$ cat config.mk
export PLATFORM = sky130hd
export DESIGN_NAME = pixel_select
export DESIGN_NICKNAME = d
export VERILOG_FILES = /design/src/verilog/led_matrix_pkg.sv /design/src/verilog/pixel_select.sv
export VERILOG_INCLUDE_DIRS = /design/src /design/src/verilog
export SDC_FILE = /design/constraint.sdc
export NUM_CORES = 1
export LEC_CHECK = 0
export BUFFER_PORTS_ARGS = -buffer_cell sky130_fd_sc_hd__buf_2
export CAP_MARGIN = 10
export CORE_MARGIN = 2
export CORE_UTILIZATION = 34
export CTS_CLUSTER_SIZE = 25
export DETAILED_ROUTE_END_ITERATION = 8
export HOLD_SLACK_MARGIN = 0.02
export PLACE_DENSITY_LB_ADDON = 0.3
export SYNTH_ARGS = -nofsm -noshare
export SYNTH_HDL_FRONTEND = slang
export SYNTH_SLANG_ARGS = --single-unit
$ cat constraint.sdc
create_clock -name clk_in -period 2.14 [get_ports clk_in]
set_input_delay 0.214 -clock clk_in [delete_from_list [all_inputs] [get_ports clk_in]]
set_output_delay 0.214 -clock clk_in [all_outputs]
set_load 0.05 [all_outputs]
$ cat src/verilog/led_matrix_macros.svh
`ifndef LED_MATRIX_MACROS_SVH
`define LED_MATRIX_MACROS_SVH

// panel geometry, one half is scanned in parallel with the other
`define MATRIX_WIDTH 64
`define MATRIX_HALFHEIGHT 16

// bits per colour, also the number of brightness planes
`define COLOUR_BITS 6

// width of the enable timer and the load counter
`define TIMER_BITS 10

// enable count below which the next plane may start shifting
`define OVERLAP_CYCLES 67

// enable width of the lsb plane, doubled for each higher plane
`define OE_BASE_CYCLES 23

`endif

$ cat src/verilog/led_matrix_pkg.sv
`include "led_matrix_macros.svh"

package led_matrix_pkg;

    // column index within one row, 0 to 63
    typedef logic [$clog2(`MATRIX_WIDTH)-1:0] column_t;

    // row index within one half panel
    typedef logic [$clog2(`MATRIX_HALFHEIGHT)-1:0] row_t;

    // buffer address as {half, row, column}
    // half 0 is the top half, half 1 the bottom half
    typedef logic [$clog2(`MATRIX_WIDTH)+$clog2(`MATRIX_HALFHEIGHT):0] pixel_addr_t;

    // one stored pixel
    // raw view for the write port and the memory
    // rgb view for the plane bit selection
    typedef union packed {
        logic [3*`COLOUR_BITS-1:0] raw;
        struct packed {
            logic [`COLOUR_BITS-1:0] red;
            logic [`COLOUR_BITS-1:0] green;
            logic [`COLOUR_BITS-1:0] blue;
        } rgb;
    } pixel_word_u;

endpackage

$ cat src/verilog/pixel_select.sv
`timescale 1ns/1ns

`include "led_matrix_macros.svh"

module pixel_select (
    input  logic                        reset,
    input  logic                        clk_in,

    // pixels read for the top and bottom halves
    input  led_matrix_pkg::pixel_word_u top,
    input  led_matrix_pkg::pixel_word_u bottom,

    // one-hot plane select from the scan
    input  logic [`COLOUR_BITS-1:0]     brightness_mask,

    // top half pins
    output logic                        r0,
    output logic                        g0,
    output logic                        b0,
    // bottom half pins
    output logic                        r1,
    output logic                        g1,
    output logic                        b1
);

    // mask delayed to match the buffer read latency
    logic [`COLOUR_BITS-1:0] mask_q;

    always_ff @(posedge clk_in) begin
        if (reset) begin
            mask_q <= '0;
        end else begin
            mask_q <= brightness_mask;
        end
    end

    // pick one plane bit per channel and register onto the pins
    always_ff @(posedge clk_in) begin
        if (reset) begin
            r0 <= 1'b0;
            g0 <= 1'b0;
            b0 <= 1'b0;
            r1 <= 1'b0;
            g1 <= 1'b0;
            b1 <= 1'b0;
        end else begin
            r0 <= |(top.rgb.red & mask_q);
            g0 <= |(top.rgb.green & mask_q);
            b0 <= |(top.rgb.blue & mask_q);
            r1 <= |(bottom.rgb.red & mask_q);
            g1 <= |(bottom.rgb.green & mask_q);
            b1 <= |(bottom.rgb.blue & mask_q);
        end
    end

endmodule

# Word level (Yosys, flattened, before mapping)
# Index checks and enable logic that the tools add are counted.
# Widths: inputs -> output; s select.
# totals
reg_bits,12
input_bits,44
output_inout_bits,6
elab_cells,19
# op_classes
bitwise_logic,6
reduce_logical,6
# op_table
op,count
$and 6x6->6,6
$reduce_or 6->1,6

# Longest topological paths before layout
# Gate-level depths: netlist (run 1).
# logic_depth
word_depth,2
ltp_mapped,2
ltp_nobuf,2

# Least setup slack after synthesis (run 1)
# Ideal clock, no wire load.
# synth_path
kind,reg-to-output
from,reg b0
to,out b0
t_arrival_ps,587
required_time_ps,1926
setup_slack_ps,1339
path_stages_with_launch,1
n_path_buf,0
cell_sequence,dfxtp_1
# synth_lines
item,line,text
start: declaration,pixel_select.sv:19,"output logic b0,"
start signal: assignment,pixel_select.sv:49,b0 <= |(top.rgb.blue & mask_q);
# No word-level cell between the ends.

# Worst setup path in the final report (run 1)
# layout_path
from,reg g0
to,out g0
# layout_lines
item,line,text
start: declaration,pixel_select.sv:18,"output logic g0,"
start signal: assignment,pixel_select.sv:48,g0 <= |(top.rgb.green & mask_q);
# No word-level cell between the ends.

==> results of run 1 <==
-- power groups by stage --
stage / Combinational (mW) / Sequential [mW] / Clock, mW
floorplan: 0.0265 / 0.291 / 0
global placement: 0.113 / 0.257 / 0
detailed placement: 0.114 / 0.258 / 0
CTS: 0.114 / 0.252 / 0.179
global route: 0.124 / 0.255 / 0.190
finish: 0.114 / 0.252 / 0.172
-- cell families after synthesis --
kind of cell,Yosys count
AO/OA/AOI/OAI,24
flip-flops,12
AND/OR/NAND/NOR,6
buffers and inverters,1
-- registers in the layout, indices dropped and copies added (netlist names) --
name / cells
b1: 1
mask_q: 6
g1: 1
b0: 1
r0: 1
g0: 1
r1: 1
-- cells in the final DEF (no fill, tap or decap) --
| cell type | count |
|---|---|
| clkbuf_4 | 3 |
| buf_2 | 49 |
| a31oi_1 | 6 |
| dfxtp_1 | 12 |
| clkbuf_8 | 1 |
| nor2b_1 | 6 |
| a22oi_1 | 18 |
-- metal layers --
layer  wire [um]  vias up
met2         748       20
met4          10        0
met1         503      270
li1            -      280
met5           0        -
met3          80        2
-- layout make-up --
cell class,count,share of cell area
Tap cell,15,0.02500
Timing Repair Buffer,49,0.3267
Clock buffer,4,0.04833
Multi-Input combinational cell,30,0.2800
Sequential cell,12,0.3200
-- worst paths after layout --
kind | depth (start not counted) | endpoint
max | 1 | g0
min reg2reg | 2 | g0$_SDFF_PP0_
max reg2reg | 2 | b0$_SDFF_PP0_
min | 2 | mask_q[5]$_SDFF_PP0_
-- cells in the mapped netlist, drive strengths merged --
library cell | number | area share
a22oi | 18 | 0.30
a31oi | 6 | 0.082
buf | 1 | 0.011
dfxtp | 12 | 0.53
nor2b | 6 | 0.082
==> results.py, run 1 <==
metrics = {
    "setup_path": {
        "crit_arrival_ns": 0.85,
        "path_class": "flip-flop to primary output",
        "required_ns": 1.93,
        "startpoint": "g0$_SDFF_PP0_",
        "crit_chain": "buf_2",
        "critPathTopFamily": "flip-flops",
        "crit_path_end_kind": "primary output",
        "cp_max_fo": 1,
        "cp_slowest_cell": "dfxtp_1",
        "worst_path_largest_cell_delay_ns": 0.33,
        "cp-start-kind": "flip-flop",
        "r2r-start": "mask_q[1]$_SDFF_PP0_",
        "path_buf_inv": 1,
        "r2r_slack_ns": 1.32,
    },
    "power_and_ir_drop": {
        "power.switching_mw": 0.1438,
        "p_per_area_mw_per_mm2": 716.5,
        "p_seq_frac": 0.469,
        "p_int_mw": 0.3941,
        "pwr-share-clk": 0.320,
        "sw_frac_of_total": 0.2673,
        "peakVddDrop_mv": 0.4400,
        "cellLeakagePower_nw": 0.3698,
        "total_power_mw": 0.5379,
        "pwr-share-comb": 0.211,
    },
    "cts": {
        "tritoncts": "built",
        "clk_path_buf_depth": 2,
        "cts_buffers": 3,
        "cts_setup_buffers": 0,
        "hold_buffers": 0,
        "root_buffer": "clkbuf_4",
        "clk_pin_slew_ns": 0.07,
        "htree_levels": 1,
        "clock_sinks": 12,
        "clk_latency_ns": 0.27,
        "cts_resized": 0,
    },
    "sta": {
        "final-setup-viol-count": 0,
        "whs_ns": 0.1537,
        "finalCriticalPeriod_ns": 1.064,
        "max_freq_mhz": 939.7,
        "tightestPinTransition_ns": 0.2356,
        "hold_violations": 0,
        "finalCritPeriodShare": 0.4973,
        "rsz0062_at_grt": "no",
        "slew_headroom": 0.8427,
        "fin_skew_ns": 0.003245,
        "drv_slew": 0,
        "final.setup.worst_slack_ns": 1.076,
        "tns_ns": 0,
    },
    "grt": {
        "grt_max_degree": 13,
        "busiest_layer": "met2",
        "grtUsageMet1": 0.2200,
        "globalRouteTotalUtil": 0.1975,
        "grt_antenna_before_repair": 0,
        "met2_usage": 0.3413,
        "grtUsageMet3": 0.08889,
        "grt_pass1_wl_um": 2083,
        "grt-ovfl-total": 0,
        "first_global_vias": 492,
    },
    "die": {
        "die-width_um": 40.60,
        "num_io_pins": 50,
        "die_y_um": 40.60,
        "die_area_mm2": 0.001648,
        "design.core.area_mm2": 0.001269,
        "num_rows": 13,
        "start_util": 0.3590,
    },
    "logic_synthesis": {
        "yosys_register_bits": 12,
        "synth-simple-area-share": 0.08242,
        "syn-cell-area_um2": 455.4,
        "ys_types": 5,
        "synthMuxAreaShare": 0,
        "synthCells": 43,
        "syn-num-nets": 87,
        "ys_warn_count": 0,
        "ys_seq_area_frac": 0.5275,
        "synth-xor-area-share": 0,
        "synth-compound-area-share": 0.3791,
        "synth-adder-area-share": 0,
        "synth_top_family_by_area": "compound AO/OA/AOI/OAI gates",
        "syn_area_per_cell_um2": 10.59,
    },
    "finish": {
        "nFillCells": 116,
        "diodes": 0,
        "design_area_um2": 750.7,
        "num-nets-final": 140,
        "fin_cells": 110,
        "multiInputGateArea_um2": 210.2,
        "seq_area_um2": 240.2,
        "final_util": 0.5917,
        "drive_gt1_frac": 0.5579,
        "syn_to_final_growth_pct": 64.84,
    },
    "drt": {
        "ant_nets": 0,
        "drt-total-wl_um": 1343,
        "drc": 0,
        "drt_pass1_iterations": 4,
        "wl_per_cell_um": 12.21,
        "drt-initial-drc-count": 10,
        "via_per_inst": 5.200,
        "num_vias": 572,
    },
    "hold_path": {
        "hold_start": "brightness_mask[5]",
        "hold_class": "input pin to flip-flop",
    },
    "place": {
        "io_buffers": 49,
        "gp_congestion": 0.7692,
        "placed_cell_area_um2": 714.4,
        "dp.cells": 106,
        "dp_slack_ns": 1.321,
    },
    "run_status": {
        "outcome": "finished clean",
    },
    "flow_run": {
        "cap_violations": 0,
    },
}
No activity file was read; power rests on OpenSTA's default activity.
==> run 2: changes to the inputs <==
- ABC_AREA: unset -> 1
- CORE_UTILIZATION: 34 -> 36
- clock period: 2.14 -> 1.1 ns (I/O delays scaled with it)
==> run 2 against run 1 <==
Effect of this change: wire length increased by 9.9%; sequential share of layout area decreased by 4.5 points; count of clock-buffer cells in the layout unchanged; first-iteration DRC count decreased by 50%; clock skew increased by 0.0022 ns; sequential power increased by 94%; non-clock buffer count increased by 1; final cell count increased by 51%; final area increased by 17%; critical endpoint is now b0; largest power group unchanged.
==> results.py, run 2 <==
metrics = {
    "logic_synthesis": {
        "async_flop_share": 0,
        "yosys.area.top_type_share": 0.4229,
        "yosys_register_bits": 12,
        "syn-cell-area_um2": 568.0,
        "synth_area_leaders": "dfxtp_1, nand2_1, inv_1",
        "synthFlopType": "dfxtp_1",
        "synth_edf_count": 0,
        "syn_area_per_cell_um2": 5.856,
        "synthCells": 97,
        "ys_types": 6,
        "ys_warn_count": 0,
        "synth_common_cells": "nand2_1, dfxtp_1, inv_1, nor2_1, a21oi_1",
        "syn-num-nets": 141,
        "synth_most_common_cell": "nand2_1",
        "ys_seq_area_frac": 0.4229,
        "yosys.area.top_type": "dfxtp_1",
    },
    "setup_path": {
        "cp_max_fo": 1,
        "ff2ff_path_depth": 4,
        "crit_chain": "buf_2",
        "path_class": "flip-flop to primary output",
        "crit_arrival_ns": 0.85,
        "cp_slowest_cell": "dfxtp_1",
        "path_buf_inv": 1,
        "cp-start-kind": "flip-flop",
        "required_ns": 0.99,
        "critPathTopFamily": "flip-flops",
        "critical_path_depth": 1,
        "worst_path_largest_cell_delay_ns": 0.32,
        "crit_path_end_kind": "primary output",
    },
    "drt": {
        "drt-initial-drc-count": 5,
        "via_per_inst": 4.392,
        "drt_pass1_iterations": 3,
        "wl_per_cell_um": 8.892,
        "ant_nets": 0,
        "drt-total-wl_um": 1476,
        "drc": 0,
        "num_vias": 729,
    },
    "place": {
        "placed_cell_area_um2": 828.3,
        "hpwl_um": 1228,
        "gp_congestion": 0.7047,
        "dp.cells": 161,
        "io_buffers": 49,
    },
    "run_status": {
        "outcome": "finished clean",
    },
    "power_and_ir_drop": {
        "cellLeakagePower_nw": 0.5526,
        "p_per_area_mw_per_mm2": 1252,
        "peakVddDrop_mv": 0.8936,
    },
    "grt": {
        "first_global_vias": 645,
        "grt_pass1_wl_um": 2456,
        "globalRouteTotalUtil": 0.1712,
        "grt_max_degree": 13,
        "grt_antenna_before_repair": 0,
        "grt-ovfl-total": 0,
    },
    "finish": {
        "fin_cells": 166,
        "final_common_cell": "nand2_1",
        "top_register": "mask_q",
        "syn_to_final_growth_pct": 53.96,
        "largest_reg_flops": 6,
        "drive_gt1_frac": 0.3533,
        "design_area_um2": 874.6,
        "diodes": 0,
        "mostFrequentLayoutCells": "nand2_1, buf_2, inv_1, nor2_1, dfxtp_1",
        "nFillCells": 161,
        "num-nets-final": 195,
    },
    "sta": {
        "tns_ns": 0,
        "final-setup-viol-count": 0,
        "fin_skew_ns": 0.005410,
        "max_freq_mhz": 1046,
        "finalCriticalPeriod_ns": 0.9558,
        "hold_violations": 0,
        "drv_slew": 0,
        "whs_ns": 0.03103,
        "finalCritPeriodShare": 0.8689,
        "tightestPinTransition_ns": 0.2536,
        "rsz0062_at_grt": "no",
        "slew_headroom": 0.8321,
    },
    "die": {
        "start_util": 0.3815,
        "num_io_pins": 50,
        "die-width_um": 43.72,
        "die_area_mm2": 0.001911,
        "num_rows": 14,
        "die_y_um": 43.72,
        "design.core.area_mm2": 0.001489,
    },
    "cts": {
        "clk_path_buf_depth": 2,
        "tritoncts": "built",
        "htree_levels": 1,
        "cts_buffers": 3,
        "clk_latency_ns": 0.27,
        "clk_pin_slew_ns": 0.08,
        "clock_sinks": 12,
        "root_buffer": "clkbuf_4",
        "cts_resized": 0,
    },
    "flow_run": {
        "cap_violations": 0,
    },
    "hold_path": {
        "hold_class": "input pin to flip-flop",
        "hold_path_depth": 3,
    },
}
-- run 2: changes by cell type after synthesis --
cell,delta
nor2b_1,-6
inv_1,+12
a21oi_1,+6
nor2_1,+12
a31oi_1,-6
nand2_1,+54
a22oi_1,-18
-- run 2: stage by stage --
stage | setup slack, ns | power (mW) | util
global route | 0.1070 | 1.165 | 0.5874
floorplan | 0.4027 | 0.6367 | -
detailed placement | 0.2959 | 0.7459 | 0.5563
finish | 0.1442 | 1.095 | 0.5874
global placement | 0.3324 | 0.7415 | 0.5563
CTS | 0.1306 | 1.106 | 0.5807
-- run 2: layout make-up --
type | count | area (um^2) | area share
Clock buffer | 4 | 36.28 | 0.04149
Inverter | 12 | 45.04 | 0.05150
Multi-Input combinational cell | 72 | 277.8 | 0.3176
Sequential cell | 12 | 240.2 | 0.2747
Tap cell | 16 | 20.02 | 0.02289
Timing Repair Buffer | 50 | 255.2 | 0.2918
-- run 2: tightest hold or removal path, cell delays in order --
cell,delay (ns)
buf_2,0.09
inv_1,0.04
nor2_1,0.03
-- run 2: power breakdown --
group | switching [mW] | total [mW] | internal (mW)
registers | 0.0219 | 0.488 | 0.466
clock network | 0.158 | 0.359 | 0.201
logic | 0.145 | 0.248 | 0.103
-- run 2: what timing repair did --
action                                  CTS  global route
hold buffers                              0             1
endpoints found under the hold margin     0             1
endpoints found under the setup margin    0             0
buffers inserted                          0             0
-- run 2: cell families after synthesis --
logic type,after synthesis,share of synthesized area
AND/OR/NAND/NOR,66,0.4361
buffers and inverters,13,0.08809
flip-flops,12,0.4229
AO/OA/AOI/OAI,6,0.05287
-- run 2: final timing paths --
kind	slack (ns)	startpoint	to
max reg2reg	0.26	mask_q[3]$_SDFF_PP0_	r0$_SDFF_PP0_
min	0.03	brightness_mask[4]	mask_q[4]$_SDFF_PP0_
max	0.14	b0$_SDFF_PP0_	b0
min reg2reg	0.61	mask_q[5]$_SDFF_PP0_	b1$_SDFF_PP0_
-- run 2: per-layer routing --
metal	GRT usage	part of all wire
met1	0.1907	0.43
met2	0.3029	0.48
met3	0.05833	0.089
met4	0.05455	0
met5	0	0
==> run 3: changes to the inputs <==
- ABC_AREA: 1 -> unset
- CORE_UTILIZATION: 36 -> 32
==> run 3 against run 2 <==
Effect of this change: via count fell by 21%; final area is 14% lower; clock skew decreased by 0.0041 ns; register-to-register slack lost 0.03 ns; core utilization shrank 1.8 points; critical path depth unchanged; wire length increased by 1.4%; final cell count is 34% lower; combinational power fell by 9.7%; non-clock buffer count shrank 1; count of clock-buffer cells in the layout unchanged; global-route usage up 0.56 points; largest cell class is now buffers; largest power group unchanged.
==> results.py, run 3 (synthesis results as in run 1) <==
metrics = {
    "run_status": {
        "outcome": "finished clean",
    },
    "sta": {
        "fin_skew_ns": 0.001308,
        "tightestPinTransition_ns": 0.2385,
        "rsz0062_at_grt": "no",
        "max_freq_mhz": 1058,
        "finalCritPeriodShare": 0.8596,
        "finalCriticalPeriod_ns": 0.9455,
        "final-setup-viol-count": 0,
        "tns_ns": 0,
        "slew_headroom": 0.8408,
        "drv_slew": 0,
        "hold_violations": 0,
    },
    "drt": {
        "ant_nets": 0,
        "wl_met3_um": 216,
        "num_vias": 578,
        "drt_pass1_iterations": 4,
        "wl_met2_um": 693,
        "drt-initial-drc-count": 24,
        "via_per_inst": 5.255,
        "wl_per_cell_um": 13.60,
        "drt-total-wl_um": 1496,
        "top_layer": "met4",
        "wl_met1_um": 571,
        "drc": 0,
    },
    "hold_path": {
        "hold_class": "input pin to flip-flop",
        "hold_start": "brightness_mask[1]",
    },
    "cts": {
        "clock_sinks": 12,
        "root_buffer": "clkbuf_4",
        "clk_latency_ns": 0.27,
        "htree_levels": 1,
        "tritoncts": "built",
        "clk_pin_slew_ns": 0.08,
        "cts_buffers": 3,
        "cts_resized": 0,
        "hold_buffers": 0,
        "clk_path_buf_depth": 2,
        "cts_setup_buffers": 0,
    },
    "die": {
        "design.core.area_mm2": 0.001318,
        "die-width_um": 41.73,
        "num_io_pins": 50,
        "die_y_um": 41.73,
        "start_util": 0.3457,
        "num_rows": 13,
        "die_area_mm2": 0.001741,
    },
    "setup_path": {
        "startpoint": "b0$_SDFF_PP0_",
        "crit_path_end_kind": "primary output",
        "critPathTopFamily": "flip-flops",
        "worst_path_largest_cell_delay_ns": 0.31,
        "crit_chain": "buf_2",
        "crit_arrival_ns": 0.84,
        "cp_slowest_cell": "dfxtp_1",
        "path_buf_inv": 1,
        "required_ns": 0.99,
        "r2r-start": "mask_q[0]$_SDFF_PP0_",
        "cp_max_fo": 1,
        "path_class": "flip-flop to primary output",
        "cp-start-kind": "flip-flop",
    },
    "power_and_ir_drop": {
        "cellLeakagePower_nw": 0.3698,
        "p_per_area_mw_per_mm2": 1419,
        "peakVddDrop_mv": 0.7050,
    },
    "grt": {
        "first_global_vias": 570,
        "grt_max_degree": 13,
        "grt-ovfl-total": 0,
        "grt_antenna_before_repair": 0,
        "globalRouteTotalUtil": 0.1768,
        "grt_pass1_wl_um": 2373,
    },
    "finish": {
        "design_area_um2": 750.7,
        "num-nets-final": 140,
        "largest_reg_flops": 6,
        "nFillCells": 119,
        "syn_to_final_growth_pct": 64.84,
        "drive_gt1_frac": 0.5579,
        "final_common_cell": "buf_2",
        "diodes": 0,
        "top_register": "mask_q",
        "mostFrequentLayoutCells": "buf_2, a22oi_1, dfxtp_1, nor2b_1, a31oi_1",
    },
    "place": {
        "placed_cell_area_um2": 714.4,
        "gp_congestion": 0.7607,
        "io_buffers": 49,
    },
    "flow_run": {
        "cap_violations": 0,
    },
}
## run 3: cell types whose count changed in the layout (fill, tap and decap cells not counted)
cell and delta:
nor2_1 -12, nand2_1 -54, a22oi_1 +18, nor2b_1 +6, a21oi_1 -6, a31oi_1 +6
inv_1 -12, dlygate4sd3_1 -1
## run 3: layout make-up
cell class	count	area (um^2)	share of cell area
clock buffer	4	36.28	0.04833
multi-input combinational	30	210.2	0.2800
sequential	12	240.2	0.3200
tap	15	18.77	0.02500
timing repair buffer	49	245.2	0.3267
## run 3: metrics by stage
stage / total power, mW / util / cells / hold slack, ns / worst slack [ns]
2_1_floorplan: 0.6169 / - / 43 / 0.1816 / 0.3867
3_3_place_gp: 0.7211 / 0.5423 / 106 / 0.3178 / 0.3047
3_5_place_dp: 0.7243 / 0.5423 / 106 / 0.3232 / 0.2477
4_1_cts: 1.068 / 0.5698 / 110 / 0.03947 / 0.1416
5_1_grt: 1.109 / 0.5698 / 110 / 0.03716 / 0.1172
6_report: 1.065 / 0.5698 / 110 / 0.03798 / 0.1545
## run 3: power breakdown
part	total, mW	internal [mW]	switching [mW]
clock network	0.351	0.201	0.150
logic	0.224	0.0996	0.124
registers	0.490	0.466	0.0244
## run 3: path summary, 6_finish.rpt
| path | end | slack [ns] | depth (start not counted) |
|---|---|---|---|
| hold reg to reg | b1$_SDFF_PP0_ | 0.68 | 2 |
| setup reg to reg | g1$_SDFF_PP0_ | 0.23 | 2 |
| setup / recovery | b0 | 0.15 | 1 |
| hold / removal | mask_q[1]$_SDFF_PP0_ | 0.04 | 2 |
## run 3: metal layers
layer	up-vias	global-route usage
li1	280	-
met1	247	0.2032
met2	47	0.2813
met3	4	0.08696
met4	0	0.06452
met5	-	0
