===== config.mk =====
export PLATFORM = sky130hd
export DESIGN_NAME = matrix_scan
export DESIGN_NICKNAME = d
export VERILOG_FILES = /design/src/verilog/led_matrix_pkg.sv /design/src/verilog/matrix_scan.sv /design/src/verilog/timeout.sv
export VERILOG_INCLUDE_DIRS = /design/src /design/src/verilog
export SDC_FILE = /design/constraint.sdc
export NUM_CORES = 1
export LEC_CHECK = 0
export BUFFER_PORTS_ARGS = -buffer_cell sky130_fd_sc_hd__buf_2
export CAP_MARGIN = 20
export CORE_MARGIN = 3
export CORE_UTILIZATION = 45
export CTS_CLUSTER_SIZE = 14
export DETAILED_ROUTE_END_ITERATION = 8
export SLEW_MARGIN = 20
export SYNTH_ARGS = -nofsm -noshare
export SYNTH_HDL_FRONTEND = slang
export SYNTH_SLANG_ARGS = --single-unit

===== constraint.sdc =====
create_clock -name clk_in -period 3.29 [get_ports clk_in]
set_input_delay 0.329 -clock clk_in [delete_from_list [all_inputs] [get_ports clk_in]]
set_output_delay 0.329 -clock clk_in [all_outputs]
set_load 0.03 [all_outputs]

===== src/verilog/led_matrix_macros.svh =====
`ifndef LED_MATRIX_MACROS_SVH
`define LED_MATRIX_MACROS_SVH

// panel geometry, one half is scanned in parallel with the other
`define MATRIX_WIDTH 64
`define MATRIX_HALFHEIGHT 16

// bits per colour, also the number of brightness planes
`define COLOUR_BITS 6

// width of the enable timer and the load counter
`define TIMER_BITS 10

// enable count below which the next plane may start shifting
`define OVERLAP_CYCLES 67

// enable width of the lsb plane, doubled for each higher plane
`define OE_BASE_CYCLES 23

`endif


===== src/verilog/led_matrix_pkg.sv =====
`include "led_matrix_macros.svh"

package led_matrix_pkg;

    // column index within one row, 0 to 63
    typedef logic [$clog2(`MATRIX_WIDTH)-1:0] column_t;

    // row index within one half panel
    typedef logic [$clog2(`MATRIX_HALFHEIGHT)-1:0] row_t;

    // buffer address as {half, row, column}
    // half 0 is the top half, half 1 the bottom half
    typedef logic [$clog2(`MATRIX_WIDTH)+$clog2(`MATRIX_HALFHEIGHT):0] pixel_addr_t;

    // one stored pixel
    // raw view for the write port and the memory
    // rgb view for the plane bit selection
    typedef union packed {
        logic [3*`COLOUR_BITS-1:0] raw;
        struct packed {
            logic [`COLOUR_BITS-1:0] red;
            logic [`COLOUR_BITS-1:0] green;
            logic [`COLOUR_BITS-1:0] blue;
        } rgb;
    } pixel_word_u;

endpackage


===== src/verilog/matrix_scan.sv =====
`timescale 1ns/1ns

`include "led_matrix_macros.svh"

module matrix_scan (
    input  logic                     reset,
    input  logic                     clk_in,

    // address of the column being read for shift-out
    output led_matrix_pkg::column_t  column_address,
    // row being shifted in and row currently lit
    output led_matrix_pkg::row_t     row_address,
    output led_matrix_pkg::row_t     row_address_active,

    output logic                     clk_pixel,
    output logic                     row_latch,
    output logic                     output_enable,

    // one-hot plane select for the row being shifted
    output logic [`COLOUR_BITS-1:0]  brightness_mask
);

    // two-stage history of state_advance
    logic [1:0] state;
    logic       state_advance;
    logic       load_start;
    // high while a plane is owed a shift-out
    // set at reset and by each latch
    logic       plane_pending;

    logic                   load_en;
    logic [`TIMER_BITS-1:0] load_count;

    // load_en delayed through the buffer and pin stages
    logic [2:0] load_dly;

    logic [`TIMER_BITS-1:0]  oe_cycles;
    logic [`TIMER_BITS-1:0]  oe_count;

    // next plane may shift while the current one is still lit
    assign state_advance = !output_enable || (oe_count < `TIMER_BITS'(`OVERLAP_CYCLES));

    always_ff @(posedge clk_in) begin
        if (reset) begin
            state <= 2'b00;
        end else begin
            state <= {state[0], state_advance && plane_pending};
        end
    end

    // rising edge of the qualified advance
    assign load_start = state[0] && !state[1];

    always_ff @(posedge clk_in) begin
        if (reset) begin
            plane_pending <= 1'b1;
        end else if (row_latch) begin
            plane_pending <= 1'b1;
        end else if (load_start) begin
            plane_pending <= 1'b0;
        end
    end

    // 64 load cycles per plane
    timeout u_load_counter (
        .reset   (reset),
        .clk_in  (clk_in),
        .start   (load_start),
        .value   (`TIMER_BITS'(`MATRIX_WIDTH)),
        .counter (load_count),
        .running (load_en)
    );

    // count 64..1 maps to column 63..0
    assign column_address = led_matrix_pkg::column_t'(load_count[5:0] - 6'd1);

    always_ff @(posedge clk_in) begin
        if (reset) begin
            load_dly  <= 3'b000;
            row_latch <= 1'b0;
        end else begin
            load_dly  <= {load_dly[1:0], load_en};
            // pulse once the pixel clock has been low for a cycle
            row_latch <= load_dly[2] && !load_dly[1];
        end
    end

    // lines up with the rgb pins two cycles after the load
    assign clk_pixel = load_dly[1];

    always_ff @(posedge clk_in) begin
        if (reset) begin
            brightness_mask        <= {1'b1, {(`COLOUR_BITS-1){1'b0}}};
            row_address            <= '0;
            row_address_active     <= '0;
        end else if (row_latch) begin
            row_address_active     <= row_address;
            if (brightness_mask[0]) begin
                // wrap to the msb plane and move to the next row after the lsb plane
                brightness_mask <= {1'b1, {(`COLOUR_BITS-1){1'b0}}};
                row_address     <= row_address + 1'b1;
            end else begin
                brightness_mask <= brightness_mask >> 1;
            end
        end
    end

    // the plane being latched takes over as the active one
    // binary weighted enable width per plane
    always_comb begin
        oe_cycles = '0;
        for (int k = 0; k < `COLOUR_BITS; k++) begin
            if (brightness_mask[k]) begin
                oe_cycles = `TIMER_BITS'(`OE_BASE_CYCLES << k);
            end
        end
    end

    // enable period starts the cycle after the latch
    timeout u_enable_timer (
        .reset   (reset),
        .clk_in  (clk_in),
        .start   (row_latch),
        .value   (oe_cycles),
        .counter (oe_count),
        .running (output_enable)
    );

endmodule


===== src/verilog/timeout.sv =====
`timescale 1ns/1ns

`include "led_matrix_macros.svh"

module timeout (
    input  logic                   reset,
    input  logic                   clk_in,

    // load request, ignored while a count is in progress
    input  logic                   start,
    input  logic [`TIMER_BITS-1:0] value,

    output logic [`TIMER_BITS-1:0] counter,
    output logic                   running
);

    // busy whenever the count has not reached zero
    assign running = (counter != '0);

    always_ff @(posedge clk_in) begin
        if (reset) begin
            counter <= '0;
        end else if (start && !running) begin
            // idle, so take the new count
            counter <= value;
        end else if (running) begin
            counter <= counter - 1'b1;
        end
    end

endmodule

## Word-level counts from Yosys, hierarchy flattened

Cells that the tools add are included.

- Add/sub/neg operators: 4
- $lt $le $gt $ge: 1
- Muxes and demuxes: 11
- Reductions and logical operators: 17

Operators by type and width:

| kind | count |
|---|---|
| 10-bit 2-to-1 mux | 7 |
| 10-bit nonzero test | 2 |
| 10-bit by 1-bit subtractor with 10-bit output (second input constant) | 2 |
| 7-bit 2-to-1 mux | 2 |
| 10-bit by 7-bit < comparator with 1-bit output (second input constant) | 1 |
| 6-bit 2-to-1 mux | 1 |
| 6-bit by 1-bit subtractor with 6-bit output (second input constant) | 1 |
| 1-bit logical AND | 5 |
| 5-bit 2-to-1 mux | 1 |
| 4-bit by 1-bit adder with 4-bit output (second input constant) | 1 |
| 1-bit logical NOT | 4 |
| 2-bit nonzero test | 2 |
| 2-bit OR reduction | 2 |
| 2-bit AND reduction | 1 |
| 1-bit logical OR | 1 |

- Flip-flop bits (word level): 41
- Bits of input ports: 2
- Output and inout bits: 23
- Word-level logic and storage cells: 43

## Longest topological paths before layout

Gate-level depths: netlist of the first run.

- Word-level depth: 7
- Gate-level depth with buffers: 7

## Cells and area by module

A second synthesis of the first run with hierarchy kept.

- Cell total of the unflattened synthesis: 248
- Area total of the unflattened synthesis: 2073.2 sq um

By module, submodules not included:

| module | instances | cells each | area each (sq um) |
|---|---|---|---|
| timeout | 2 | 69 | 574.3 |
| matrix_scan | 1 | 110 | 924.6 |

## Worst setup path before layout of the first run

OpenSTA, ideal clock, no wires.

- Path type: flip-flop to flip-flop
- From: register u_load_counter.counter[0]
- To: register u_load_counter.counter[3]
- Data arrival time: 1.993 ns
- Data required time: 3.160 ns
- Path slack: 1.168 ns
- Stages on the path, launching flop included: 8
- Buffers on the path: 1
- Period minus slack after synthesis: 2.122 ns
- Path through: dfxtp_1 > inv_1 > ha_1 > or3b_1 > buf_6 > nor4b_1 > or2_2 > a21oi_1

- Word-level cells in the longest chain between the ends: 4

Ends and longest elaborated chain:

| what | RTL line | RTL |
|---|---|---|
| from (decl) | timeout.sv:13 | `` output logic [`TIMER_BITS-1:0] counter, `` |
| from (signal assigned) | timeout.sv:25 | `counter <= value;` |
| from (signal assigned) | timeout.sv:27 | `counter <= counter - 1'b1;` |
| branches (longest 4 deep; another with 10-bit by 1-bit subtractor with 10-bit output) | - |  |

Parallel ways; which one is timed is not known.
A chain may end at the register's enable or synchronous reset.

## Worst setup path after layout of the first run

- From: register u_enable_timer.counter[0]
- To: output output_enable

- Word-level cells in the longest chain between the ends: 1

Ends and longest elaborated chain:

| what | RTL line | RTL |
|---|---|---|
| from (decl) | timeout.sv:13 |  |
| from (signal assigned) | timeout.sv:25 |  |
| from (signal assigned) | timeout.sv:27 |  |
| 10-bit nonzero test | timeout.sv:18 | `assign running = (counter != '0);` |
| to (decl) | matrix_scan.sv:17 | `output logic output_enable,` |

Every way passes these cells.

==> reports/results.ini, run 1 <==
[final_layout]
final_cells = 278
multi_input_area_um2 = 928
diodes = 0
nNetsFinal = 235
fin_area_mm2 = 0.00209
n_fill_cell = 372
synthToLayoutAreaGrowth_pct = 13.1
fin_util_pct = 54.9
drive_gt1_share_pct = 17.0
seqCellArea_um2 = 821

[setup_path]
end_kind = output pin
crit_type = reg -> out
crit_path_end = output_enable
reg2reg_from = u_enable_timer.counter[0]
startpoint_type = flip-flop
cp.required_ns = 2.96
rr_worst_depth = 6
arrival_ns = 2.46
r2r_end = u_enable_timer.counter[7]
r2r_slack_ns = 0.77
worst-path-max-fanout = 11
cp-startpoint = u_enable_timer.counter[0]

[timing]
tightest_slew_ns = 0.759
max_freq_mhz = 358
relSlewSlack_pct = 48.7
fin_ws_ns = 0.500
hold_slack_ns = 0.452
final_hold_viol_count = 0
finalCriticalPeriod_ns = 2.79
min_period_over_period_pct = 84.8
skew_ns = 0.00377
fin_tns_setup_ns = 0
slew_viol_final = 0
rsz0062_at_grt = no
setup_viol = 0

[die]
die_h_um = 70.0
start_util_pct = 48.6
ioPinCount = 25
die_width_um = 70.0
rows = 22
fp.coreArea_mm2 = 0.00380
dieArea_mm2 = 0.00491

[clocking]
tritoncts = built
clockBufferDepth = 2
clk_latency_ns = 0.29
cts_root_buf = clkbuf_8
clock-sinks = 41
cts_resized = 0
cts_hold_buf = 0
numCtsBuffers = 5
post_cts_buffers = 0
h-tree-depth = 2
path_clk_slew_ns = 0.08

[hold_path]
hold_class = reg -> reg

[job]
cap_violations = 0

[synth]
synth_commonest_cells = dfxtp_1 (41), nor2_1 (21), a21oi_1 (19)
synth.area.top_cells = dfxtp_1 (44%), a21oi_1 (5.2%), nor2_1 (4.3%)
synth_top_flop_cell = dfxtp_1
synth_fp_nets = 212
ys_ff_latch = 41
synth_top_area_share_pct = 44.5
yosysTopAreaCell = dfxtp_1
yosysMostFrequentCell = dfxtp_1
ys_seq_area_share_pct = 44.5
syn-cell-area_mm2 = 0.00185
synth_edf_count = 0
async_flop_share_pct = 0
synth_cell_types = 43
syn_avg_cell_area_um2 = 8.96
ys_warn_count = 0
netlist_instances = 206

[route]
firstDrtPassIters = 4
drtAntennaViolNets = 0
vias_per_cell = 5.46
drt_iter0_markers = 70
drt-total-wl_mm = 3.75
dr_total_vias = 1518
drc = 0
wire_per_inst_um = 13.5

[power_and_ir_drop]
p_leak_nw = 0.858
finalPower_mw = 2.06
power_density_mw_per_mm2 = 985
vdd_drop_max_mv = 0.348

[placed_design]
io_buffers = 24
dp_slack_ns = 0.859
hpwl_mm = 2.56
place_area_mm2 = 0.00197
placed_cells = 270
routabilityCongestion = 0.800

[grt]
antenna_found_initial = 0
track_usage_pct = 15.8
grt_max_degree = 38
grt_pass1_vias = 1392
grt_pass1_wl_mm = 6.31
grt-ovfl-total = 0

[status]
status = completed

how the worst min path moves through the flow:
stage	start	end	slack (ns)	cells after the start
2_1_floorplan	load_dly[0]	load_dly[1]	0.41	1
3_3_place_gp	load_dly[1]	row_latch	0.43	1
3_5_place_dp	load_dly[0]	load_dly[1]	0.44	1
4_1_cts	load_dly[1]	row_latch	0.46	1
5_1_grt	load_dly[0]	load_dly[1]	0.48	1
6_report	load_dly[1]	row_latch	0.45	1
layout by cell type (no fill, tap or decap), types with 5 or more instances in the layout:
master	n
a21oi_1	19
buf_2	24
clkbuf_8	6
dfxtp_1	41
inv_1	8
mux2i_1	7
nand2_1	12
nand3_1	7
nor2_1	21
nor2b_1	9
nor3_1	6
nor4_1	6
or3_1	5
xnor2_1	6
state kept, by name, indices dropped and copies added (netlist names):
| signal | flops |
|---|---|
| plane_pending | 1 |
| u_load_counter.counter | 10 |
| u_enable_timer.counter | 10 |
| state | 2 |
| load_dly | 3 |
| row_latch | 1 |
| brightness_mask | 6 |
| row_address | 4 |
| row_address_active | 4 |
report_power, final:
group / total, mW / internal, mW / switching, mW
registers: 0.733 / 0.613 / 0.119
clock network: 0.414 / 0.247 / 0.167
logic: 0.908 / 0.376 / 0.532
total: 2.05 / 1.24 / 0.818
cell families after synthesis:
group / count (synthesis) / share of synthesized area, %
AOI/OAI and AO/OA: 39 / 13.2
xor gates and xnor gates: 10 / 4.75
adders and majority gates: 4 / 2.71
buffers and inverters: 18 / 5.22
DFF: 41 / 44.5
muxes: 8 / 4.41
and+or+nand+nor: 86 / 25.2
cell type report:
type                            count  share of cell area [%]
Clock inverter                      1                    1.44
Clock buffer                        7                    4.14
Timing Repair Buffer               25                    6.12
Inverter                            9                    1.62
Tap cell                           48                    2.88
Sequential cell                    41                    39.3
Multi-Input combinational cell    147                    44.5
layer usage:
metal  vias to the layer above  GRT usage (%)  share of wire [%]
met4                         0           6.17                1.6
met1                       715           20.7                 47
met2                        28           23.5                 47
met3                         7           6.04                4.4
met5                         -              0                  0
li1                        768              -                  -
critical path: stages (launching register included):
cell     delay [ns]
dfxtp_1        0.36
inv_1          0.13
ha_1           0.24
nor3b_1        0.62
nand3_1        0.50
buf_2          0.33
Note: power is estimated with default switching activity, not from simulation.
==> run 2: changes to the inputs <==
--- a/config.mk
+++ b/config.mk
@@ -6,6 +6,7 @@
 export SDC_FILE = /design/constraint.sdc
 export NUM_CORES = 1
 export LEC_CHECK = 0
+export ABC_AREA = 1
 export BUFFER_PORTS_ARGS = -buffer_cell sky130_fd_sc_hd__buf_2
 export CAP_MARGIN = 20
 export CORE_MARGIN = 3
==> constraint.sdc (replaced) <==
create_clock -name clk_in -period 2.6 [get_ports clk_in]
set_input_delay 0.26 -clock clk_in [delete_from_list [all_inputs] [get_ports clk_in]]
set_output_delay 0.26 -clock clk_in [all_outputs]
set_load 0.03 [all_outputs]
==> run 2 against run 1 <==
  * Synthesized cell count rose by 29%
  * Cell count up 23%
  * Critical endpoint unchanged
  * Critical path depth rose by 1
==> reports/results.ini, run 2 <==
[status]
status = completed

[die]
fp.coreArea_mm2 = 0.00409
start_util_pct = 47.6
rows = 23
ioPinCount = 25
die_width_um = 71.7
die_h_um = 71.7
dieArea_mm2 = 0.00514

[synth]
yosysTopAreaCell = dfxtp_1
netlist_instances = 266
synth_commonest_cells = nand2_1 (47), nor2_1 (44), dfxtp_1 (41)
ys_warn_count = 0
synth_fp_nets = 272
synth_top_area_share_pct = 42.2
syn_avg_cell_area_um2 = 7.30
synth.area.top_cells = dfxtp_1 (42%), nand2_1 (9.1%), nor2_1 (8.5%)
synth_edf_count = 0
ys_seq_area_share_pct = 42.2
syn-cell-area_mm2 = 0.00194
synth_cell_types = 25
ys_ff_latch = 41
yosysMostFrequentCell = nand2_1
async_flop_share_pct = 0
synth_top_flop_cell = dfxtp_1

[clocking]
post_cts_buffers = 0
h-tree-depth = 2
cts_resized = 0
cts_root_buf = clkbuf_8
numCtsBuffers = 5
clock-sinks = 41
clk_latency_ns = 0.29
cts_hold_buf = 0
tritoncts = built
clockBufferDepth = 2
path_clk_slew_ns = 0.07

[route]
drt-total-wl_mm = 4.01
wire_per_inst_um = 11.7
drt_iter0_markers = 83
vias_per_cell = 4.87
dr_total_vias = 1667
drc = 0
firstDrtPassIters = 4
drtAntennaViolNets = 0

[final_layout]
top_regs = u_enable_timer.counter (10), u_load_counter.counter (10), brightness_mask (6)
seqCellArea_um2 = 821
final_cell_mix = nand2_1 (47), nor2_1 (44), dfxtp_1 (41), inv_1 (39), buf_2 (24)
final_common_cell = nand2_1
synthToLayoutAreaGrowth_pct = 13.4
final_cells = 342
multi_input_area_um2 = 946
nNetsFinal = 298
drive_gt1_share_pct = 15.1
diodes = 0
n_fill_cell = 397

[setup_path]
reg2reg_from = u_load_counter.counter[0]
max_stage_delay_ns = 0.33
startpoint_type = flip-flop
r2r_slack_ns = 0.97
slowest_stage = dfxtp_1
rr_worst_depth = 7
worst-path-max-fanout = 11
cp.required_ns = 2.34
crit_chain = inv_1 > ha_1 > nand2_4 > nor2_8 > nand2_4 > buf_2
end_kind = output pin
arrival_ns = 1.60
crit_type = reg -> out
r2r_end = u_load_counter.counter[9]
cpMostUsedCell = nand2_4

[placed_design]
routabilityCongestion = 0.808
hpwl_mm = 2.97
io_buffers = 24
placed_cells = 335

[power_and_ir_drop]
power_frac_comb_pct = 49.3
p_sw_share_pct = 44.3
vdd_drop_max_mv = 0.568
power_density_mw_per_mm2 = 1220
p_int_mw = 1.50
pwr-share-seq_pct = 32.7
p_switching_mw = 1.19
p_leak_nw = 1.04
power_frac_clock_pct = 18.0

[grt]
antenna_found_initial = 0
grt-ovfl-total = 0
grt_pass1_vias = 1617
grt_pass1_wl_mm = 7.34
grt_max_degree = 25
track_usage_pct = 17.8

[timing]
fin_tns_setup_ns = 0
rsz0062_at_grt = no
final_hold_viol_count = 0
skew_ns = 0.00893
min_period_over_period_pct = 71.7
setup_viol = 0
max_freq_mhz = 537
slew_viol_final = 0
tightest_slew_ns = 0.456
finalCriticalPeriod_ns = 1.86
relSlewSlack_pct = 69.6

[hold_path]
hold_depth = 2
worstHoldEndpoint = load_dly[2]
worstHoldStart = reset
hold_class = in -> reg

[job]
cap_violations = 0

run 2: worst max path at each step:
stage                                           end                      start  slack [ns]
after global placement    u_load_counter.counter[3]  u_load_counter.counter[0]        0.97
after floorplan           u_load_counter.counter[4]  u_load_counter.counter[0]        0.89
after detailed placement  u_load_counter.counter[9]  u_load_counter.counter[0]        0.95
final                                 output_enable  u_enable_timer.counter[1]        0.74
after CTS                             output_enable  u_enable_timer.counter[1]        0.72
after global routing                  output_enable  u_enable_timer.counter[0]        0.62
run 2: worst max-delay path: cells and delay by family, from the launching register on:
kind                     cells  cell delay [ns]
adder cells (fa/ha/maj)      1             0.27
flip-flops                   1             0.33
buffers and inverters        2             0.29
AND/OR/NAND/NOR              3             0.41
run 2: metal layers:
| layer | vias up | track usage, % | share of wire [%] | routed length (um) |
|---|---|---|---|---|
| li1 | 894 | - | - | - |
| met1 | 744 | 24.0 | 50 | 2000 |
| met2 | 27 | 27.9 | 46 | 1860 |
| met3 | 2 | 5.05 | 3.4 | 137 |
| met4 | 0 | 5.01 | 0.47 | 19 |
| met5 | - | 0 | 0 | 0 |
run 2: cell families (layout without fill, tap and decap cells):
kind of cell               after synthesis  after routing  synth area share [%]
DFF                                     41             41                  42.2
xor gates and xnor gates                 9              9                  4.06
adders and majority gates                4              4                  2.58
AOI/OAI and AO/OA                       39             39                  10.9
buffers and inverters                   45             71                  9.08
and+or+nand+nor                        128            128                  31.1
run 2: layout make-up:
| cell class | instances | area share, % |
|---|---|---|
| clock buffer | 5 | 3.12 |
| multi-input combinational | 180 | 42.9 |
| clock inverter | 2 | 1.59 |
| timing repair buffer | 24 | 5.45 |
| tap | 50 | 2.84 |
| sequential | 41 | 37.3 |
| inverter | 40 | 6.81 |
run 2: stage by stage:
step | hold slack [ns] | cell area (um2) | worst slack (ns) | util [%] | power, mW
floorplan | 0.364 | 1940 | 0.891 | - | 1.98
global placement | 0.401 | 2100 | 0.968 | 51.4 | 2.22
detailed placement | 0.409 | 2100 | 0.954 | 51.4 | 2.23
CTS | 0.398 | 2200 | 0.718 | 53.9 | 2.73
global route | 0.422 | 2200 | 0.621 | 53.9 | 2.96
finish | 0.395 | 2200 | 0.736 | 53.9 | 2.70
run 2: power by group through the flow:
stage	registers, mW	logic (mW)	clock network, mW
2_1_floorplan	0.889	1.09	0
3_3_place_gp	0.894	1.33	0
3_5_place_dp	0.894	1.34	0
4_1_cts	0.882	1.35	0.499
5_1_grt	0.904	1.53	0.520
6_report	0.882	1.33	0.485
==> run 3: changes to the inputs <==
--- a/config.mk
+++ b/config.mk
@@ -13,6 +13,7 @@
 export CORE_UTILIZATION = 45
 export CTS_CLUSTER_SIZE = 14
 export DETAILED_ROUTE_END_ITERATION = 8
+export PLACE_DENSITY = 0.67
 export SLEW_MARGIN = 20
 export SYNTH_ARGS = -nofsm -noshare
 export SYNTH_HDL_FRONTEND = slang
==> constraint.sdc (replaced) <==
create_clock -name clk_in -period 1.6 [get_ports clk_in]
set_input_delay 0.16 -clock clk_in [delete_from_list [all_inputs] [get_ports clk_in]]
set_output_delay 0.16 -clock clk_in [all_outputs]
set_load 0.03 [all_outputs]
==> run 3 against run 2 <==
  * First-iteration DRC count decreased by 16%
  * Cell area grew 5.1%
  * Register-to-register slack worse by 0.80 ns
  * Non-clock buffer count grew 5
  * Largest power group unchanged
  * Total power increased by 71%
  * Sequential share of layout area shrank 1.6 points
  * Wire length rose by 3.5%
  * Worst hold slack got worse by 0.29 ns
  * Sequential power up 67%
  * Sequential cell count unchanged
  * Die area is the same
  * Highest routed layer unchanged
  * Clock power up 38%
==> reports/results.ini, run 3 (synthesized netlist as in run 2, its figures left out) <==
[setup_path]
cp.required_ns = 1.44
r2r_end = u_load_counter.counter[9]
end_kind = output pin
max_stage_delay_ns = 0.34
cp_top_family = flip-flops
startpoint_type = flip-flop
worst-path-max-fanout = 5
reg2reg_from = u_load_counter.counter[0]
crit_chain = inv_4 > ha_4 > nand3_2 > xor2_4 > buf_6
rr_worst_depth = 7
r2r_slack_ns = 0.17
worst-path-buf-inv = 2
crit_type = reg -> out
slowest_stage = dfxtp_2
arrival_ns = 1.38

[route]
wire_per_inst_um = 12.0
drtAntennaViolNets = 0
vias_per_cell = 4.90
drt-total-wl_mm = 4.15
firstDrtPassIters = 4
drt_iter0_markers = 70
drc = 0
dr_total_vias = 1700

[power_and_ir_drop]
vdd_drop_max_mv = 1.38
power_density_mw_per_mm2 = 1990
p_leak_nw = 1.07
finalPower_mw = 4.61

[clocking]
h-tree-depth = 2
clockBufferDepth = 2
numCtsBuffers = 5
clock-sinks = 41
cts_root_buf = clkbuf_8
clk_latency_ns = 0.29
path_clk_slew_ns = 0.07
tritoncts = built

[grt]
grt_pass1_wl_mm = 7.07
grt_max_degree = 21
antenna_found_initial = 0
grt-ovfl-total = 0
grt_pass1_vias = 1585
track_usage_pct = 17.4

[die]
rows = 23
die_h_um = 71.7
die_width_um = 71.7
start_util_pct = 47.6
dieArea_mm2 = 0.00514
ioPinCount = 25
fp.coreArea_mm2 = 0.00409

[final_layout]
drive_gt1_share_pct = 20.5
nNetsFinal = 303
top_regs = u_enable_timer.counter (10), u_load_counter.counter (10), brightness_mask (6)
n_fill_cell = 395
multi_input_area_mm2 = 0.00102
seqCellArea_um2 = 825
synthToLayoutAreaGrowth_pct = 19.1
final_common_cell = nand2_1
diodes = 0
final_cell_mix = nand2_1 (47), nor2_1 (44), dfxtp_1 (38), inv_1 (34), buf_2 (21)

[timing]
rsz0062_at_grt = yes
relSlewSlack_pct = 73.6
setup_viol = 0
min_period_over_period_pct = 96.4
max_freq_mhz = 648
final_hold_viol_count = 0
tightest_slew_ns = 0.396
skew_ns = 0.00602
slew_viol_final = 0
hold_slack_ns = 0.104
fin_tns_setup_ns = 0
finalCriticalPeriod_ns = 1.54
fin_ws_ns = 0.0569

[placed_design]
io_buffers = 24
dp_slack_ns = 0.127
hpwl_mm = 3.04
routabilityCongestion = 0.818

[hold_path]
worstHoldStart = reset
worstHoldEndpoint = row_address[3]
hold_depth = 2
hold_class = in -> reg

[status]
status = completed

[job]
cap_violations = 0

[run 3: final cells by class]
class / instances / share of cell area [%]
Inverter: 40 / 6.59
Timing Repair Buffer: 29 / 7.46
Multi-Input combinational cell: 180 / 43.9
Tap cell: 50 / 2.70
Clock buffer: 7 / 3.73
Sequential cell: 41 / 35.6
[run 3: worst max-delay path by stage]
| stage | to | cells after the start | from |
|---|---|---|---|
| after floorplan | u_load_counter.counter[8] | 7 | u_load_counter.counter[0] |
| after global placement | u_enable_timer.counter[6] | 8 | u_enable_timer.counter[1] |
| after detailed placement | u_enable_timer.counter[5] | 8 | u_enable_timer.counter[0] |
| after CTS | column_address[5] | 6 | u_load_counter.counter[1] |
| after global routing | column_address[4] | 5 | u_load_counter.counter[0] |
| final | column_address[4] | 5 | u_load_counter.counter[0] |
[run 3: metal layers]
layer	wire [um]	share of wire, %	vias to the layer above	global-route usage (%)
met5	0	0	-	0
met4	55	1.3	0	5.64
met3	209	5.0	8	4.49
met2	2000	48	35	30.0
met1	1890	46	751	21.1
li1	-	-	906	-
[run 3: worst reg2reg max path, stage by stage, from the launching register on]
cell and delay (ns):
dfxtp_2 0.34, inv_4 0.08, ha_4 0.15, nand3_2 0.18, nor3_2 0.22, inv_1 0.16, nand2_1 0.15, nor2_1 0.06
[run 3: stage by stage]
stage	utilization [%]	area (um2)	std cells
3_5_place_dp	52.7	2150	340
5_1_grt	56.6	2310	347
4_1_cts	56.2	2290	347
6_report	56.6	2310	347
2_1_floorplan	-	1960	266
3_3_place_gp	52.7	2150	340
[run 3: report_power, final]
group          switching (mW)  internal [mW]  leakage [nW]
sequential              0.204           1.26         0.337
combinational            1.54          0.935         0.690
clock                   0.327          0.342        0.0443
[run 3: repair_timing]
item | in CTS | in global routing
pin swaps | 1 | 2
setup endpoints to repair | 2 | 4
hold buffers | 0 | 0
gates resized for setup | 14 | 9
buffers inserted | 0 | 1
